### src/design/dmem_tile_macros.svh
// Tile data-memory widths and sizes shared by the design and testbench.

`ifndef DMEM_TILE_MACROS_SVH
`define DMEM_TILE_MACROS_SVH

// ========================================
// Data path
// ========================================

// Data word width in bits.
`define DMEM_DATA_W 32

// One mask bit per data byte.
`define DMEM_MASK_W (`DMEM_DATA_W / 8)

// ========================================
// Memory size
// ========================================

`define DMEM_WORDS 256

// Word address; byte addresses carry two more bits.
`define DMEM_ADDR_W 8

`endif

### src/design/dmem_pkg.sv
// Memory access types shared by the port adapters and the crossbar.

`default_nettype none

package dmem_pkg;

  // Crossbar request ports.
  typedef enum logic [0:0] {
    PORT_REMOTE = 1'b0,
    PORT_LOCAL  = 1'b1
  } port_e;

  // Access opcode, store matches a write enable.
  typedef enum logic [0:0] {
    OP_LOAD  = 1'b0,
    OP_STORE = 1'b1
  } mem_op_e;

  // Round robin pick when both ports request.
  function automatic port_e other_port(input port_e p);
    port_e q;
    q = (p == PORT_LOCAL) ? PORT_REMOTE : PORT_LOCAL;
    return q;
  endfunction

endpackage

`default_nettype wire

### src/design/mem_req_if.sv
// Single port memory request channel with valid/yumi handshake and load return.

`default_nettype none

`include "dmem_tile_macros.svh"

interface mem_req_if;

  logic                      v;
  dmem_pkg::mem_op_e         op;
  logic [`DMEM_ADDR_W-1:0]   addr;
  logic [`DMEM_DATA_W-1:0]   data;
  logic [`DMEM_MASK_W-1:0]   mask;
  logic                      yumi;
  logic [`DMEM_DATA_W-1:0]   rdata;
  logic                      rdata_v;

  // Requesting adapter.
  modport port (output v, op, addr, data, mask, input yumi, rdata, rdata_v);

  // Arbiter and memory.
  modport xbar (input v, op, addr, data, mask, output yumi, rdata, rdata_v);

  // Passive observer.
  modport monitor (input v, op, addr, data, mask, yumi, rdata, rdata_v);

endinterface

`default_nettype wire

### src/design/remote_apb_port.sv
// APB3 slave adapter turning network accesses into crossbar requests.

`default_nettype none

`include "dmem_tile_macros.svh"

module remote_apb_port (
  input  logic                      clk_i,
  input  logic                      reset_i,
  input  logic                      psel_i,
  input  logic                      penable_i,
  input  logic                      pwrite_i,
  input  logic [`DMEM_ADDR_W+1:0]   paddr_i,
  input  logic [`DMEM_DATA_W-1:0]   pwdata_i,
  input  logic [`DMEM_MASK_W-1:0]   pstrb_i,
  output logic [`DMEM_DATA_W-1:0]   prdata_o,
  output logic                      pready_o,
  output logic                      pslverr_o,
  mem_req_if.port                   req
);

  typedef enum logic [1:0] {
    ST_IDLE,
    ST_WAIT_GRANT,
    ST_WAIT_DATA
  } state_e;

  state_e state_r;
  logic   access;

  assign access = psel_i & penable_i;

  // Request only while no load is in flight.
  assign req.v    = access & (state_r != ST_WAIT_DATA);
  assign req.op   = pwrite_i ? dmem_pkg::OP_STORE : dmem_pkg::OP_LOAD;
  assign req.addr = paddr_i[`DMEM_ADDR_W+1:2];
  assign req.data = pwdata_i;
  assign req.mask = pstrb_i;

  // Writes finish on grant, reads on returned data.
  assign pready_o  = (req.yumi & pwrite_i) | ((state_r == ST_WAIT_DATA) & req.rdata_v);
  assign prdata_o  = req.rdata;
  assign pslverr_o = 1'b0;

  always_ff @(posedge clk_i) begin
    if (reset_i) begin
      state_r <= ST_IDLE;
    end else begin
      case (state_r)
        ST_IDLE, ST_WAIT_GRANT: begin
          if (req.yumi) begin
            state_r <= pwrite_i ? ST_IDLE : ST_WAIT_DATA;
          end else if (access) begin
            state_r <= ST_WAIT_GRANT;
          end else begin
            state_r <= ST_IDLE;
          end
        end
        ST_WAIT_DATA: begin
          if (req.rdata_v) begin
            state_r <= ST_IDLE;
          end
        end
        default: state_r <= ST_IDLE;
      endcase
    end
  end

endmodule

`default_nettype wire

### src/flat_wrapper.sv
// flat-port wrapper written by rule: the top's interface ports become plain ports
module remote_apb_port_flat 
  (clk_i, reset_i, psel_i, penable_i, pwrite_i, paddr_i, pwdata_i, pstrb_i, prdata_o, pready_o, pslverr_o, req_v, req_op, req_addr, req_data, req_mask, req_yumi, req_rdata, req_rdata_v);
  mem_req_if req_i ();
  input  logic clk_i;
  input  logic reset_i;
  input  logic psel_i;
  input  logic penable_i;
  input  logic pwrite_i;
  input  logic [`DMEM_ADDR_W+1:0] paddr_i;
  input  logic [`DMEM_DATA_W-1:0] pwdata_i;
  input  logic [`DMEM_MASK_W-1:0] pstrb_i;
  output logic [`DMEM_DATA_W-1:0] prdata_o;
  output logic pready_o;
  output logic pslverr_o;
  output wire logic [$bits(req_i.v)-1:0] req_v;
  output wire logic [$bits(req_i.op)-1:0] req_op;
  output wire logic [$bits(req_i.addr)-1:0] req_addr;
  output wire logic [$bits(req_i.data)-1:0] req_data;
  output wire logic [$bits(req_i.mask)-1:0] req_mask;
  input wire logic [$bits(req_i.yumi)-1:0] req_yumi;
  input wire logic [$bits(req_i.rdata)-1:0] req_rdata;
  input wire logic [$bits(req_i.rdata_v)-1:0] req_rdata_v;
  assign req_v = req_i.v;
  assign req_op = req_i.op;
  assign req_addr = req_i.addr;
  assign req_data = req_i.data;
  assign req_mask = req_i.mask;
  assign req_i.yumi = req_yumi;
  assign req_i.rdata = req_rdata;
  assign req_i.rdata_v = req_rdata_v;
  remote_apb_port u_core (.clk_i(clk_i), .reset_i(reset_i), .psel_i(psel_i), .penable_i(penable_i), .pwrite_i(pwrite_i), .paddr_i(paddr_i), .pwdata_i(pwdata_i), .pstrb_i(pstrb_i), .prdata_o(prdata_o), .pready_o(pready_o), .pslverr_o(pslverr_o), .req(req_i));
endmodule
### config.mk
export PLATFORM = sky130hd
export DESIGN_NAME = remote_apb_port_flat
export DESIGN_NICKNAME = d
export VERILOG_FILES = /design/src/design/dmem_pkg.sv /design/src/design/mem_req_if.sv /design/src/design/remote_apb_port.sv /design/src/flat_wrapper.sv
export VERILOG_INCLUDE_DIRS = /design/src /design/src/design
export SDC_FILE = /design/constraint.sdc
export NUM_CORES = 1
export LEC_CHECK = 0
export BUFFER_PORTS_ARGS = -buffer_cell sky130_fd_sc_hd__buf_2
export CAP_MARGIN = 20
export CORE_AREA = 2 2 65 67
export CTS_CLUSTER_SIZE = 25
export DETAILED_ROUTE_END_ITERATION = 10
export DIE_AREA = 0 0 67 69
export PLACE_DENSITY = 0.66
export SKIP_CTS_REPAIR_TIMING = 1
export SLEW_MARGIN = 0
export SYNTH_ARGS = -nofsm -noshare
export SYNTH_HDL_FRONTEND = slang
export SYNTH_SLANG_ARGS = --single-unit
### constraint.sdc
create_clock -name clk_i -period 1 [get_ports clk_i]
set_clock_uncertainty 0.1 [all_clocks]
set_input_delay 0.15 -clock clk_i [delete_from_list [all_inputs] [get_ports clk_i]]
set_output_delay 0.15 -clock clk_i [all_outputs]
set_load 0.02 [all_outputs]
* Yosys cells after proc, flatten, opt, wreduce, memory -nomap -nowiden
Index checks and enable logic that the tools add are counted.
** Storage, ports and cells
- Logic and storage cells :: 18
- Register bits :: 2
** Operators by class
- Equality and inequality tests :: 4
- Bitwise gates (word level) :: 5
- Mux-type cells :: 6
- Reductions and logical operators :: 2
** Operators by type and width (count)
- 2-to-1 mux 2 bit :: 3
- AND 1 bit :: 4
- inequality test 2 bit (second input constant) :: 2
- one-hot mux 2 bit (2 select lines) :: 1
- equality test 2 x 1 -> 1 bit (second input constant) :: 1
- equality test 2 bit (second input constant) :: 1
- zero test 2 bit :: 1
- 2-to-1 mux 1 bit :: 2
- OR reduction 2 bit :: 1
- OR 1 bit :: 1

* Depth between registers and ports, before layout
- Depth after elaboration :: 4
- Mapped depth :: 2
- Depth with buffers taken out :: 2

* Least setup slack after synthesis
Ideal clock, no wire load.
- Kind :: flip-flop to output port
- From :: register u_core.state_r[1]
- To :: output port req_v
- Arrival time :: 0.779 ns
- Cell stages (with the launch flop) :: 3
- Buffers on the path :: 0
- Setup slack :: -0.029 ns
- Path through :: dfxtp_1 -> and2b_1 -> nor2_1
** Between the ends
- Word-level cells in the longest chain between the ends :: 2
** Ends and longest elaborated chain
- start: declaration :: RTL line remote_apb_port.sv:28 : state_e state_r;
- start signal: assignment :: RTL line remote_apb_port.sv:52 : state_r <= pwrite_i ? ST_IDLE : ST_WAIT_DATA;
- inequality test 2 bit :: RTL line remote_apb_port.sv:34 : assign req.v = access & (state_r != ST_WAIT_DATA);
- AND 1 bit :: RTL line remote_apb_port.sv:34
- end: declaration :: RTL line flat_wrapper.sv:16 : output wire logic [$bits(req_i.v)-1:0] req_v;
No other way between the ends.

* Worst setup path in the final report
- From :: register u_core.state_r[0]
- To :: output port pready_o
** Between the ends
- Word-level cells in the longest chain between the ends :: 3
** Ends and longest elaborated chain
- equality test 2 bit :: RTL line remote_apb_port.sv:41 : assign pready_o = (req.yumi & pwrite_i) | ((state_r == ST_WAIT_DATA) & req.rdata_v);
- AND 1 bit :: RTL line remote_apb_port.sv:41
- OR 1 bit :: RTL line remote_apb_port.sv:41
- end: declaration :: RTL line flat_wrapper.sv:14 : output logic pready_o;
No other way between the ends.

==> impl_metrics.yaml <==
cells_and_area:
  final_cell_mix: "buf_2 (7), clkbuf_8 (3), buf_6 (2)"
  fillers: 489
  regMostFlops: "u_core.state_r"
  largest_reg_flops: 2
  nNetsFinal: 111
  diodes: 0
  syn_to_final_growth_pct: -58.76
  multi_input_area_sq_um: 72.57
  drive_above_1_share: 0.7083
  regArea_sq_um: 41.29
  final_common_cell: "buf_2"
  top_regs: "u_core.state_r: 2 flops"
setup_path:
  crit_cells: 3
  required_ps: 750
  reg2reg_depth: 3
  r2r_start: "u_core.state_r[1]$_SDFFE_PP0P_"
  regToRegEndpoint: "u_core.state_r[1]$_SDFFE_PP0P_"
  rrSetupSlack_ps: 60
  cpMaxStageDelayCell: "dfxtp_1"
  cp-startpoint: "u_core.state_r[0]$_SDFFE_PP0P_"
  critPathBufInv: 1
  path_class: "reg -> out"
  max_stage_delay_ps: 290
  crit_chain: "and2b_2 -> a22o_1 -> buf_6"
  worstSetupEndpointType: "output pin"
  arrival_ps: 1050
  cp_top_family: "flip-flops"
  endpoint: "pready_o"
  worst_setup_path_start_kind: "flop"
  worstPathMaxFanout: 3
run_status:
  status: "finished with violations"
  violations: "setup timing"
sta:
  max_freq_ghz: 0.7707
  worst_slack_ps: -297.5
  period_share: 1.297
  period_needed_ps: 1297
  setup_violations: 2
  finalHoldViolations: 0
  rsz0062_at_grt: "true"
  drv_slew: 0
clock_tree:
  clk_path_buf_depth: 2
  clkLatencyLatePin_ps: 210
  htreeDepth: 1
  clkSlewWorstSetupHoldPaths_ps: 30
  cts_buffers: 3
  root_buffer: "clkbuf_8"
  cts_tree: "yes"
  cts.sinks: 2
floorplan:
  dieArea_sq_um: 4623
  num_rows: 23
  ios: 165
  die_x_microns: 67
  die_h_microns: 69
  core-area_sq_um: 3914
  start_util: 0.1752
detailed_routing:
  vias: 226
  totalWireLength_mm: 1.211
  drcViolationCount: 0
  drt_iter0_markers: 0
  drtAntennaViolNets: 0
  routedWlPerCell_microns: 16.36
  drtPass1Iterations: 1
  via_per_inst: 3.054
worst_hold_path:
  hp-class: "in -> reg"
place:
  io_buffers: 9
  dpl_worst_slack_ps: -83.17
  gp_congestion: 0.5638
global_routing:
  grt_max_degree: 4
  grtUsageTotal: 0.05234
  gr-total-overflow: 0
  grt_first_pass_wirelength_mm: 1.593
  antenna_found_initial: 0
  grt_pass1_vias: 276
power_and_ir_drop:
  vdd_drop_max_v: 0.0004016
  power_mw: 0.4744
  p_leak_nw: 0.1194
  p_per_area_nw_per_um2: 1678
logic_synthesis:
  syn_avg_cell_area_sq_um: 7.704
  synth_warnings: 0
  yosysUniqueCellTypes: 10
  synth_simple_gate_area_frac: 0.05839
  synth-compound-area-share: 0.02372
  synth_fa_ha_area_frac: 0
  synth_xor_area_frac: 0
  synth.ff_latch_count: 2
  syn_inst: 89
  yosysSeqAreaShare: 0.05839
  synthesis.area_sq_um: 685.7
  synth_top_family_by_area: "buffers and inverters"
  muxShareOfSynthArea: 0
  syn-num-nets: 174
flow_run:
  maxCapViolCount: 0
-- report_power, final --
group,switching (mW),total [mW],internal [mW],leakage [nW]
registers,0.00103,0.0855,0.0844,0.0167
logic,0.0365,0.0709,0.0344,0.0811
clock network,0.0634,0.318,0.255,0.0216
-- worst register-to-register path, stage by stage, from the launching register on --
cell	delay [ps]
dfxtp_2	300
buf_4	130
nor4b_4	250
a21o_1	100
-- worst min path at each step --
stage | startpoint | to | slack (ps) | cells after the start
after floorplan | req_yumi | u_core.state_r[0]$_SDFFE_PP0P_ | 130 | 1
after global placement | req_rdata[15] | prdata_o[15] | 200 | 0
after detailed placement | req_rdata[15] | prdata_o[15] | 200 | 0
after CTS | req_yumi | u_core.state_r[0]$_SDFFE_PP0P_ | 50 | 2
after global routing | req_yumi | u_core.state_r[0]$_SDFFE_PP0P_ | 70 | 2
final | req_yumi | u_core.state_r[0]$_SDFFE_PP0P_ | 60 | 2
-- layout make-up --
| type | instances | area share |
|---|---|---|
| multi-input cells | 9 | 0.2566 |
| repair buffers | 10 | 0.2301 |
| clock buffers | 3 | 0.1460 |
| well taps | 50 | 0.2212 |
| flip-flops and latches | 2 | 0.1460 |
-- cells by family after synthesis --
family / Yosys count
buf+inv: 78
compound gates: 2
simple gates: 6
flops: 2
other cells: 1
-- synth_stat cells --
master,n,share of area
a22o_1,1,0.013
nand2_1,1,0.0055
buf_4,78,0.85
conb_1,1,0.0055
nor4_1,1,0.0091
a21o_1,1,0.011
nor2_1,2,0.011
and2b_1,1,0.011
nor4b_2,1,0.022
dfxtp_1,2,0.058
-- metal layers --
layer / vias to the layer above / track usage / share of wire / wire length [microns]
met4: 0 / 0.1723 / 0.28 / 343
met1: 65 / 0.02268 / 0.17 / 204
li1: 64 / - / - / -
met2: 45 / 0.03190 / 0.28 / 344
met3: 52 / 0.05220 / 0.26 / 318
met5: - / 0 / 0 / 0
-- per-stage QoR --
step,area [sq um],hold slack [ps],utilization,setup TNS (ps),instances
2_1_floorplan,688.2,127.0,-,-3.730,89
3_3_place_gp,217.7,200.1,0.05563,-104.7,71
3_5_place_dp,217.7,200.1,0.05563,-89.49,71
4_1_cts,259.0,46.06,0.06618,-546.9,74
5_1_grt,282.8,68.27,0.07225,-566.5,74
6_report,282.8,60.74,0.07225,-502.1,74
Power figures use the tool's default switching activity.
