### src/design/dmem_tile_macros.svh
// Tile data-memory widths and sizes shared by the design and testbench.

`ifndef DMEM_TILE_MACROS_SVH
`define DMEM_TILE_MACROS_SVH

// ========================================
// Data path
// ========================================

// Data word width in bits.
`define DMEM_DATA_W 32

// One mask bit per data byte.
`define DMEM_MASK_W (`DMEM_DATA_W / 8)

// ========================================
// Memory size
// ========================================

`define DMEM_WORDS 256

// Word address; byte addresses carry two more bits.
`define DMEM_ADDR_W 8

`endif

### src/design/dmem_pkg.sv
// Memory access types shared by the port adapters and the crossbar.

`default_nettype none

package dmem_pkg;

  // Crossbar request ports.
  typedef enum logic [0:0] {
    PORT_REMOTE = 1'b0,
    PORT_LOCAL  = 1'b1
  } port_e;

  // Access opcode, store matches a write enable.
  typedef enum logic [0:0] {
    OP_LOAD  = 1'b0,
    OP_STORE = 1'b1
  } mem_op_e;

  // Round robin pick when both ports request.
  function automatic port_e other_port(input port_e p);
    port_e q;
    q = (p == PORT_LOCAL) ? PORT_REMOTE : PORT_LOCAL;
    return q;
  endfunction

endpackage

`default_nettype wire

### src/design/mem_req_if.sv
// Single port memory request channel with valid/yumi handshake and load return.

`default_nettype none

`include "dmem_tile_macros.svh"

interface mem_req_if;

  logic                      v;
  dmem_pkg::mem_op_e         op;
  logic [`DMEM_ADDR_W-1:0]   addr;
  logic [`DMEM_DATA_W-1:0]   data;
  logic [`DMEM_MASK_W-1:0]   mask;
  logic                      yumi;
  logic [`DMEM_DATA_W-1:0]   rdata;
  logic                      rdata_v;

  // Requesting adapter.
  modport port (output v, op, addr, data, mask, input yumi, rdata, rdata_v);

  // Arbiter and memory.
  modport xbar (input v, op, addr, data, mask, output yumi, rdata, rdata_v);

  // Passive observer.
  modport monitor (input v, op, addr, data, mask, yumi, rdata, rdata_v);

endinterface

`default_nettype wire

### src/design/local_core_port.sv
// Core side adapter forwarding requests and holding the last load result.

`default_nettype none

`include "dmem_tile_macros.svh"

module local_core_port (
  input  logic                      clk_i,
  input  logic                      reset_i,
  input  logic                      core_v_i,
  input  logic                      core_we_i,
  input  logic [`DMEM_ADDR_W+1:0]   core_addr_i,
  input  logic [`DMEM_DATA_W-1:0]   core_data_i,
  input  logic [`DMEM_MASK_W-1:0]   core_mask_i,
  output logic                      core_yumi_o,
  output logic [`DMEM_DATA_W-1:0]   core_rdata_o,
  output logic                      core_rdata_v_o,
  mem_req_if.port                   req
);

  logic [`DMEM_DATA_W-1:0] rdata_r;

  assign req.v    = core_v_i;
  assign req.op   = core_we_i ? dmem_pkg::OP_STORE : dmem_pkg::OP_LOAD;
  // Byte offset dropped.
  assign req.addr = core_addr_i[`DMEM_ADDR_W+1:2];
  assign req.data = core_data_i;
  assign req.mask = core_mask_i;

  assign core_yumi_o    = req.yumi;
  assign core_rdata_v_o = req.rdata_v;

  // Shared read data moves with remote loads, so keep our own copy.
  assign core_rdata_o = req.rdata_v ? req.rdata : rdata_r;

  always_ff @(posedge clk_i) begin
    if (reset_i) begin
      rdata_r <= '0;
    end else if (req.rdata_v) begin
      rdata_r <= req.rdata;
    end
  end

endmodule

`default_nettype wire

### src/flat_wrapper.sv
// flat-port wrapper written by rule: the top's interface ports become plain ports
module local_core_port_flat 
  (clk_i, reset_i, core_v_i, core_we_i, core_addr_i, core_data_i, core_mask_i, core_yumi_o, core_rdata_o, core_rdata_v_o, req_v, req_op, req_addr, req_data, req_mask, req_yumi, req_rdata, req_rdata_v);
  mem_req_if req_i ();
  input  logic clk_i;
  input  logic reset_i;
  input  logic core_v_i;
  input  logic core_we_i;
  input  logic [`DMEM_ADDR_W+1:0] core_addr_i;
  input  logic [`DMEM_DATA_W-1:0] core_data_i;
  input  logic [`DMEM_MASK_W-1:0] core_mask_i;
  output logic core_yumi_o;
  output logic [`DMEM_DATA_W-1:0] core_rdata_o;
  output logic core_rdata_v_o;
  output wire logic [$bits(req_i.v)-1:0] req_v;
  output wire logic [$bits(req_i.op)-1:0] req_op;
  output wire logic [$bits(req_i.addr)-1:0] req_addr;
  output wire logic [$bits(req_i.data)-1:0] req_data;
  output wire logic [$bits(req_i.mask)-1:0] req_mask;
  input wire logic [$bits(req_i.yumi)-1:0] req_yumi;
  input wire logic [$bits(req_i.rdata)-1:0] req_rdata;
  input wire logic [$bits(req_i.rdata_v)-1:0] req_rdata_v;
  assign req_v = req_i.v;
  assign req_op = req_i.op;
  assign req_addr = req_i.addr;
  assign req_data = req_i.data;
  assign req_mask = req_i.mask;
  assign req_i.yumi = req_yumi;
  assign req_i.rdata = req_rdata;
  assign req_i.rdata_v = req_rdata_v;
  local_core_port u_core (.clk_i(clk_i), .reset_i(reset_i), .core_v_i(core_v_i), .core_we_i(core_we_i), .core_addr_i(core_addr_i), .core_data_i(core_data_i), .core_mask_i(core_mask_i), .core_yumi_o(core_yumi_o), .core_rdata_o(core_rdata_o), .core_rdata_v_o(core_rdata_v_o), .req(req_i));
endmodule
### config.mk
export PLATFORM = sky130hd
export DESIGN_NAME = local_core_port_flat
export DESIGN_NICKNAME = d
export VERILOG_FILES = /design/src/design/dmem_pkg.sv /design/src/design/mem_req_if.sv /design/src/design/local_core_port.sv /design/src/flat_wrapper.sv
export VERILOG_INCLUDE_DIRS = /design/src /design/src/design
export SDC_FILE = /design/constraint.sdc
export NUM_CORES = 1
export LEC_CHECK = 0
export BUFFER_PORTS_ARGS = -buffer_cell sky130_fd_sc_hd__buf_2
export CAP_MARGIN = 20
export CORE_MARGIN = 1.5
export CORE_UTILIZATION = 37
export CTS_CLUSTER_SIZE = 12
export DETAILED_ROUTE_END_ITERATION = 10
export PLACE_DENSITY = 0.88
export SLEW_MARGIN = 20
export SYNTH_ARGS = -nofsm -noshare
export SYNTH_HDL_FRONTEND = slang
export SYNTH_SLANG_ARGS = --single-unit
### constraint.sdc
create_clock -name clk_i -period 1.1 [get_ports clk_i]
set_input_delay 0.055 -clock clk_i [delete_from_list [all_inputs] [get_ports clk_i]]
set_output_delay 0.055 -clock clk_i [all_outputs]
set_load 0.05 [all_outputs]
# After elaboration in Yosys (flattened, before gate mapping)

Index checks and enable logic that the tools add are counted.

Word-level logic and storage cells: 3
Memory bits (writable): 0
Bits in read-only memories: 0
Input bits: 84
Output and inout port bits: 80
Bits in latches: 0
Memories kept: 0
Bits in registers: 32

Mux-type cells: 2
Reduce and logical (&&, ||, !) cells: 0
Divide/modulo/power cells: 0
$mul: 0
Order comparisons: 0
Shift-type cells: 0
Eq/ne operators: 0
$add $sub $neg: 0
Bitwise gates (word level): 0

Operators with widths:

| kind    | count |
|---|---|
| $mux 32 | 1 |
| $mux 1  | 1 |

# Logic depth before layout (Yosys ltp)

Gate-level depths: netlist of the first run.

Word-level depth: 1
Depth in mapped cells: 4
Gate-level depth less buffers: 2

# Least setup slack after synthesis of the first run

No wires, ideal clock.

Path type: input -> register
Start point: input req_rdata_v
End point: register u_core.rdata_r[0]
Library setup time: 0.128 ns
Data required time: 0.972 ns
Arrival: 0.850 ns
Cell stages on the path: 4
Path slack: 0.122 ns
Path buffers: 2
Cell sequence: buf_6 > buf_6 > mux2_4 > nor2b_1

Word-level cells in the longest chain between the ends: 1

Ends and longest elaborated chain:

| item                      | line                  | source |
|---|---|---|
| start, declared           | flat_wrapper.sv:22    | `input wire logic [$bits(req_i.rdata_v)-1:0] req_rdata_v;` |
| $mux 32                   | --                    |  |
| named net core_rdata_o[0] | flat_wrapper.sv:13    | `` output logic [`DMEM_DATA_W-1:0] core_rdata_o; `` |
| end signal, assigned      | local_core_port.sv:40 | `rdata_r <= req.rdata;` |
| end, declared             | local_core_port.sv:21 | `` logic [`DMEM_DATA_W-1:0] rdata_r; `` |

The timed path passes the listed nets, and every way through them passes these cells.
A chain may end at the register's enable or synchronous reset.

# Worst setup path after layout of the first run

Start point: register u_core.rdata_r[28]
End point: output core_rdata_o[28]

Word-level cells in the longest chain between the ends: 1

Ends and longest elaborated chain:

| item          | line                  | source |
|---|---|---|
| $mux 32       | local_core_port.sv:34 | `assign core_rdata_o = req.rdata_v ? req.rdata : rdata_r;` |
| end, declared | flat_wrapper.sv:13    |  |

Every way passes these cells.

==> impl_metrics.ini, run 1 <==
[clock_tree]
root_buffer = clkbuf_8
cts.sinks = 32
path_clk_slew_ns = 0.06
h-tree-depth = 2
cts_tree = built
cts_buffer_depth = 2
clkLatencyLatePin_ns = 0.27
numCtsBuffers = 5

[layout]
reg_top3 = u_core.rdata_r: 32 flops
largest-register = u_core.rdata_r
antenna_cells = 0
final_cells = 225
mostFrequentLayoutCells = buf_2, nor2b_1, buf_6, dfxtp_1, mux2_4
final_nets = 257
layout-drive-gt1-share = 0.630
largest_reg_flops = 32
syn_to_final_growth_pct = 19.7
fin_area_mm2 = 0.00207
final_common_cell = buf_2

[yosys]
ys_warn_count = 0
yosysSeqAreaShare = 0.370
synthCells = 151
syn_nets = 235
synth_top_area_frac = 0.370
post_synth.cell_area_avg_um2 = 11.5
netlist_area_mm2 = 0.00173
netlist.top_cell.by_area = dfxtp_1
synth_cell_types = 7
synth.area.top_cells = dfxtp_1, mux2_4, buf_4, nor2b_1, buf_6
ys_ff_latch = 32

[timing]
slew_headroom = 0.799
fin_crit_sh = 0.971
finalSetupViolations = 0
period_minus_slack_ns = 1.07
setup_ws_ns = 0.0314
slew_viol_final = 0
tns_ns = 0
worstMarginPinSlew_ns = 0.302
fin_skew_ns = 0
finalHoldViolCount = 0
rsz0062_at_grt = yes
max_freq_mhz = 936

[setup_path]
crit_fanout = 2
crit_arrival_ns = 1.01
required_ns = 1.04
r2r_cells = 2
critPathLaunchType = flop
cp-end-kind = output port
critical_path_class = flop to output port

[global_routing]
grtUsageMet2 = 0.190
grt_pass1_vias = 1067
gr-usage-met3 = 0.0534
gr-max-usage-layer = met2
gr-total-overflow = 0
grt_use_total = 0.116
grt_max_degree = 20
grt_pass1_wl_um = 4600
antenna_found_initial = 0
gr-usage-met1 = 0.114

[floorplan]
die_x_um = 71.4
io_pins = 164
die_y_um = 71.4
rows = 24
core_mm2 = 0.00441
initial_utilization = 0.392
die_area_mm2 = 0.00510

[power]
static-leakage-power_nw = 1.00
power_density_mw_per_mm2 = 1510
ir_worst_vdd_v = 0.00104

[routing]
avgViaCountPerCell = 4.65
ant_nets = 0
via_count = 1047
drc = 0
totalWireLength_um = 2970
dr.pass1.iters = 3
first_iter_violations = 14
wl_per_cell_um = 13.2

[placement]
dpl_worst_slack_ns = 0.0984
placed_cells = 218
place_congestion = 0.641
hpwl_um = 1950
numPortBuffers = 67
placed_cell_area_mm2 = 0.00177

[min_path]
hp-class = primary input to output port
holdPathStages = 0

[flow_run]
drv_cap = 0

[run_status]
status = completed
[worst max-delay path: stages, from the launching register on]
cell     delay (ns)
dfxtp_1        0.31
mux2_4         0.28
buf_6          0.16
[Yosys cell counts (all sizes together)]
cell type / count
mux2: 32
clkbuf: 3
nor2b: 32
buf: 52
dfxtp: 32
[where the power goes]
group | leakage (nW) | internal (mW) | switching (mW) | total, mW
Clock | 0.0503 | 0.556 | 0.390 | 0.946
Sequential | 0.264 | 1.23 | 0.0190 | 1.25
Combinational | 0.685 | 0.419 | 0.525 | 0.943
[routing by layer]
layer  vias to the layer above  share of wire
li1                        473              -
met1                       484           0.38
met2                        65           0.49
met3                        25          0.094
met4                         0          0.034
met5                         -              0
[worst paths after layout]
kind / from / to / slack (ns)
max reg2reg: u_core.rdata_r[28]$_SDFF_PP0_ / u_core.rdata_r[28]$_SDFF_PP0_ / 0.27
min reg2reg: u_core.rdata_r[1]$_SDFF_PP0_ / u_core.rdata_r[1]$_SDFF_PP0_ / 0.59
max: u_core.rdata_r[28]$_SDFF_PP0_ / core_rdata_o[28] / 0.03
min: core_addr_i[4] / req_addr[2] / 0.11
[area by class of cell]
| cell class | instances | area, um2 |
|---|---|---|
| fillers | 409 | 2340 |
| multi-input cells | 64 | 673 |
| flip-flops and latches | 32 | 641 |
| repair buffers | 70 | 596 |
| clock buffers | 7 | 96.3 |
| well taps | 52 | 65.1 |
[stage by stage]
step	total power [mW]	hold slack (ns)	utilization
after global placement	2.06	0.110	0.402
after CTS	3.13	0.110	0.449
after detailed placement	2.07	0.110	0.402
after global routing	3.27	0.110	0.469
final	3.14	0.110	0.469
after floorplan	2.37	0.127	-
[timing repair]
action                                 in CTS  in global routing
endpoints found under the hold margin       0                  0
setup endpoints to repair                  32                 27
gates resized for setup                    40                 24
hold buffers                                0                  0
buffers inserted                            0                  0
[kinds of logic (layout without fill, tap and decap cells)]
group                  Yosys count  in the layout  synth area share
AND/OR/NAND/NOR                 32             32             0.116
multiplexers                    32             32             0.273
flip-flops                      32             32             0.370
buffers and inverters           55             77             0.241
(Power assumes the default switching activity.)
==> run 2, diff against run 1 <==
--- a/config.mk
+++ b/config.mk
@@ -6,13 +6,14 @@
 export SDC_FILE = /design/constraint.sdc
 export NUM_CORES = 1
 export LEC_CHECK = 0
+export ABC_AREA = 1
 export BUFFER_PORTS_ARGS = -buffer_cell sky130_fd_sc_hd__buf_2
 export CAP_MARGIN = 20
 export CORE_MARGIN = 1.5
-export CORE_UTILIZATION = 37
+export CORE_UTILIZATION = 36
 export CTS_CLUSTER_SIZE = 12
 export DETAILED_ROUTE_END_ITERATION = 10
-export PLACE_DENSITY = 0.88
+export PLACE_DENSITY = 0.75
 export SLEW_MARGIN = 20
 export SYNTH_ARGS = -nofsm -noshare
 export SYNTH_HDL_FRONTEND = slang
==> constraint.sdc (replaced) <==
create_clock -name clk_i -period 0.91 [get_ports clk_i]
set_input_delay 0.0455 -clock clk_i [delete_from_list [all_inputs] [get_ports clk_i]]
set_output_delay 0.0455 -clock clk_i [all_outputs]
set_load 0.05 [all_outputs]
==> run 2 against run 1 <==
Compared with the run above:
- the flow now finishes with violations (setup timing)
- wire length rose by 48%
- die area rose by 27%
- sequential share of layout area fell by 9.0 points
- cell count rose by 100%
- hold slack got worse by 0.024 ns
- non-clock buffer count rose by 48
- synthesized cell count rose by 110%
- largest cell class is now non-clock buffers
- largest power group is now combinational logic
- highest routed layer unchanged
==> impl_metrics.ini, run 2 <==
[yosys]
synthCells = 315
syn_nets = 399
synthArstFlopShare = 0
synth-main-ff-cell = dfxtp_1
synth.area.top_cells = dfxtp_1, nand2_2, buf_4, inv_1, nor2_2
synth_edf_count = 0
synth_cell_types = 10
netlist.top_cell.by_area = dfxtp_1
yosysSeqAreaShare = 0.298
yosysMostFrequentCell = inv_1
ys_ff_latch = 32
synth_top_area_frac = 0.298
post_synth.cell_area_avg_um2 = 6.83
netlist_area_mm2 = 0.00215
yosys-top-cells-count = inv_1, nand2_2, buf_4
ys_warn_count = 0

[power]
seq_power_share = 0.330
static-leakage-power_nw = 1.72
p_int_mw = 3.13
ir_worst_vdd_v = 0.00116
power_frac_clock = 0.280
p_sw_frac = 0.330
power_density_mw_per_mm2 = 1540
power.switching_mw = 1.55
finalPower_mw = 4.68
combinationalPowerShare = 0.390

[timing]
finalSetupViolations = 32
max_freq_mhz = 1010
fin_skew_ns = 0
fin_hold_ws_ns = 0.0863
fin_crit_sh = 1.09
slew_viol_final = 0
tns_ns = -2.08
slew_headroom = 0.837
rsz0062_at_grt = yes
period_minus_slack_ns = 0.992
finalHoldViolCount = 0
worstMarginPinSlew_ns = 0.246
setup_ws_ns = -0.0824

[placement]
numPortBuffers = 67
dpl_worst_slack_ns = 0.0246
hpwl_um = 2570
place_congestion = 0.717

[min_path]
min_to = u_core.rdata_r[28]$_SDFF_PP0_
hp-class = primary input to flop
holdPathStages = 5
hp-start = req_rdata[28]

[routing]
avgViaCountPerCell = 3.96
first_iter_violations = 28
dr.pass1.iters = 4
drc = 0
totalWireLength_um = 4410
ant_nets = 0
via_count = 1800
wl_per_cell_um = 9.70

[global_routing]
antenna_found_initial = 0
grt_pass1_vias = 1701
grt_max_degree = 33
gr-total-overflow = 0
grt_pass1_wl_um = 6940
grt_use_total = 0.138

[clock_tree]
cts_buffer_depth = 2
path_clk_slew_ns = 0.07
numCtsBuffers = 5
clkLatencyLatePin_ns = 0.27
cts_hold_buf = 0
cts_tree = built
h-tree-depth = 2
cts.sinks = 32
root_buffer = clkbuf_8

[setup_path]
crit_fanout = 2
critPathLaunchType = flop
crit_arrival_ns = 0.95
ff2ff_setup_slack_ns = 0.05
required_ns = 0.86
r2r-end = u_core.rdata_r[30]$_SDFF_PP0_
cp-end-kind = output port
rr_startpoint = u_core.rdata_r[30]$_SDFF_PP0_
critical_path_class = flop to output port
r2r_cells = 6

[flow_run]
drv_cap = 0

[layout]
largest_reg_flops = 32
syn_to_final_growth_pct = 41.0
largest-register = u_core.rdata_r
num-fill-cells = 515
final_nets = 466
reg_top3 = u_core.rdata_r: 32 flops
mostFrequentLayoutCells = nand2_2, inv_2, buf_4
final_common_cell = nand2_2
antenna_cells = 0
layout-drive-gt1-share = 0.760
finish.utilization = 0.537

[floorplan]
die_y_um = 80.3
io_pins = 164
core_mm2 = 0.00564
rows = 27
die_x_um = 80.3
initial_utilization = 0.381
die_area_mm2 = 0.00645

[run_status]
violations = setup timing
status = complete, but fails checks
-- run 2: changes by cell type after synthesis --
cell / change
nor2_1: +2
nor2_2: +30
buf_4: +1
inv_1: +96
nand2_2: +60
nor2b_1: -32
mux2_2: -2
nand2_1: +36
mux2_4: -30
clkbuf_1: -3
buf_2: +5
inv_4: +1
-- run 2: how the worst max path moves through the flow --
stage                                  startpoint               end  slack (ns)  cells after the start
finish               u_core.rdata_r[3]$_SDFF_PP0_   core_rdata_o[3]       -0.08                      5
global route        u_core.rdata_r[30]$_SDFF_PP0_  core_rdata_o[30]       -0.14                      5
CTS                 u_core.rdata_r[30]$_SDFF_PP0_  core_rdata_o[30]       -0.09                      5
detailed placement                    req_rdata_v  core_rdata_o[31]        0.02                      6
global placement                      req_rdata_v  core_rdata_o[30]        0.03                      7
floorplan                             req_rdata_v   core_rdata_o[0]        0.11                      5
-- run 2: cell type report --
type                            count  area [um2]  share of cell area
Tap cell                           72        90.1              0.0297
Multi-Input combinational cell    128         713               0.235
Inverter                           97         367               0.121
Clock inverter                      2        35.0              0.0116
Timing Repair Buffer              118        1090               0.359
Sequential cell                    32         666               0.220
Clock buffer                        6        72.6              0.0239
-- run 2: cells by family after synthesis --
| group | count (synthesis) | synth area share |
|---|---|---|
| simple gates | 128 | 0.328 |
| buf+inv | 155 | 0.374 |
| flops | 32 | 0.298 |
-- run 2: power groups by stage --
stage          registers [mW]  logic [mW]  clock network (mW)
2_1_floorplan            1.55        1.50                   0
3_3_place_gp             1.55        1.29                   0
3_5_place_dp             1.55        1.31                   0
4_1_cts                  1.52        1.70                1.36
5_1_grt                  1.55        1.94                1.43
6_report                 1.55        1.82                1.31
-- run 2: worst max-delay path: stages (launching register included) --
cell and delay, ns:
dfxtp_2 0.33, inv_2 0.03, nand2_2 0.06, nand2_2 0.06, inv_2 0.06, buf_8 0.14
-- run 2: repair_timing --
action,in CTS,in global routing
pin swaps,12,19
gates resized for setup,121,50
endpoints found under the setup margin,32,32
buffers inserted,14,14
-- run 2: through the flow --
step	cell area, um2	std cells
4_1_cts	2880	441
2_1_floorplan	2150	315
6_report	3030	455
3_3_place_gp	2360	419
3_5_place_dp	2360	419
5_1_grt	3030	455
-- run 2: layer usage --
layer | global-route usage | share of wire
met1 | 0.131 | 0.37
met2 | 0.268 | 0.55
met3 | 0.0455 | 0.064
met4 | 0.0569 | 0.015
met5 | 0 | 0
==> run 3, diff against run 2 <==
--- a/config.mk
+++ b/config.mk
@@ -13,7 +13,7 @@
 export CORE_UTILIZATION = 36
 export CTS_CLUSTER_SIZE = 12
 export DETAILED_ROUTE_END_ITERATION = 10
-export PLACE_DENSITY = 0.75
+export PLACE_DENSITY = 0.87
 export SLEW_MARGIN = 20
 export SYNTH_ARGS = -nofsm -noshare
 export SYNTH_HDL_FRONTEND = slang
==> run 3 against run 2 <==
Compared with the run above:
- the flow still finishes with violations (setup timing)
- hold slack better by 0.0046 ns
- clock skew unchanged
- setup slack got worse by 0.011 ns
- power shrank 4.4%
- critical endpoint is now core_rdata_o[20]
- largest power group unchanged
==> impl_metrics.ini, run 3 (synthesis results as in run 2) <==
[run_status]
status = complete, but fails checks
violations = setup timing

[setup_path]
crit_arrival_ns = 0.96
cp_slowest_stage_delay_ns = 0.32
worst_path_max_delay_cell = dfxtp_2
cp-end-kind = output port
required_ns = 0.86
critical_path_class = flop to output port
critPathLaunchType = flop
critPathBufInv = 3
path_delay_family = flip-flops
path_cells = inv_2 -> nand2_2 -> nand2_2 -> inv_2 -> buf_8
crit_fanout = 2

[global_routing]
antenna_found_initial = 0
grt_pass1_wl_um = 7300
gr-total-overflow = 0
grt_pass1_vias = 1774
grt_max_degree = 33
grt_use_total = 0.147

[placement]
numPortBuffers = 67
place_congestion = 0.722
placed_cell_area_mm2 = 0.00234
hpwl_um = 2610
placed_cells = 414

[power]
p_sw_frac = 0.349
ir_worst_vdd_v = 0.000873
static-leakage-power_nw = 1.68
combinationalPowerShare = 0.401
power_density_mw_per_mm2 = 1510
seq_power_share = 0.345
power.switching_mw = 1.56
finalPower_mw = 4.48
p_int_mw = 2.91
power_frac_clock = 0.254

[clock_tree]
cts.sinks = 32
h-tree-depth = 2
clkLatencyLatePin_ns = 0.28
cts_buffer_depth = 2
root_buffer = clkbuf_8
cts_tree = built
numCtsBuffers = 5
path_clk_slew_ns = 0.07

[timing]
finalSetupViolations = 32
worstMarginPinSlew_ns = 0.247
finalHoldViolCount = 0
rsz0062_at_grt = yes
max_freq_mhz = 996
fin_skew_ns = 0
slew_headroom = 0.836
fin_crit_sh = 1.10
fin_hold_ws_ns = 0.0909
tns_ns = -2.44
slew_viol_final = 0
period_minus_slack_ns = 1.00
setup_ws_ns = -0.0936

[routing]
via_count = 1771
ant_nets = 0
top_layer = met4
totalWireLength_um = 4490
first_iter_violations = 66
wl_met3_um = 308
wl_met2_um = 2490
dr.pass1.iters = 4
wl_per_cell_um = 10.0
avgViaCountPerCell = 3.95
drt-met1-wl_um = 1610
drc = 0

[layout]
final_cells = 448
layout-drive-gt1-share = 0.747
reg_top3 = u_core.rdata_r: 32 flops
num-fill-cells = 515
syn_to_final_growth_pct = 38.2
largest-register = u_core.rdata_r
mostFrequentLayoutCells = nand2_2, inv_2, inv_1
final_nets = 459
final_common_cell = nand2_2
largest_reg_flops = 32
regArea_um2 = 664
fin_area_mm2 = 0.00297
multi_input_area_um2 = 713
antenna_cells = 0

[flow_run]
drv_cap = 0

[floorplan]
rows = 27
initial_utilization = 0.381
die_y_um = 80.3
io_pins = 164
die_x_um = 80.3
core_mm2 = 0.00564
die_area_mm2 = 0.00645

[min_path]
hp-class = primary input to flop
==> run 3: cell types whose count changed in the layout (fill, tap and decap cells not counted) <==
cell and change:
buf_4 -8, buf_12 +1, bufinv_16 -1, clkbuf_1 +1, clkbuf_8 +1, clkinv_2 -1, dfxtp_1 +1, dfxtp_2 -1
inv_1 +1, inv_2 -1
==> run 3: area by class of cell <==
class                   instances  share of cell area
repair buffers                111               0.353
multi-input cells             128               0.240
flip-flops and latches         32               0.223
inverters                      97               0.123
clock buffers                   8              0.0303
well taps                      72              0.0303
==> run 3: stage by stage <==
stage	setup slack, ns	utilization
finish	-0.0936	0.527
global route	-0.149	0.527
CTS	-0.108	0.505
detailed placement	-0.00875	0.414
global placement	0.00526	0.414
floorplan	0.108	-
==> run 3: path summary, 6_finish.rpt <==
check	startpoint	endpoint	slack, ns	cells after the start
setup / recovery	u_core.rdata_r[20]$_SDFF_PP0_	core_rdata_o[20]	-0.09	5
hold / removal	req_rdata[5]	u_core.rdata_r[5]$_SDFF_PP0_	0.09	5
setup reg to reg	u_core.rdata_r[28]$_SDFF_PP0_	u_core.rdata_r[28]$_SDFF_PP0_	0.04	6
hold reg to reg	u_core.rdata_r[5]$_SDFF_PP0_	u_core.rdata_r[5]$_SDFF_PP0_	0.54	4
==> run 3: power groups by stage <==
stage	Combinational [mW]	Sequential [mW]	Clock, mW
after global placement	1.27	1.55	0
after detailed placement	1.29	1.55	0
after floorplan	1.50	1.55	0
after global routing	1.91	1.55	1.24
after CTS	1.69	1.52	1.17
final	1.80	1.54	1.14
==> run 3: timing repair <==
action,in CTS,in global routing
resized for setup,121,48
hold buffers,0,0
hold endpoints to repair,0,0
pin swaps,15,22
buffers inserted,16,10
endpoints found under the setup margin,32,32
==> run 3: per-layer routing <==
metal | vias to the layer above | track usage
met5 | - | 0
met4 | 0 | 0.0759
met3 | 16 | 0.0591
met2 | 60 | 0.276
met1 | 784 | 0.134
li1 | 911 | -
==> run 3: worst min-delay path: cells and delay by family <==
family | cells | cell delay [ns]
AND/OR/NAND/NOR | 3 | 0.18
buffers and inverters | 2 | 0.12
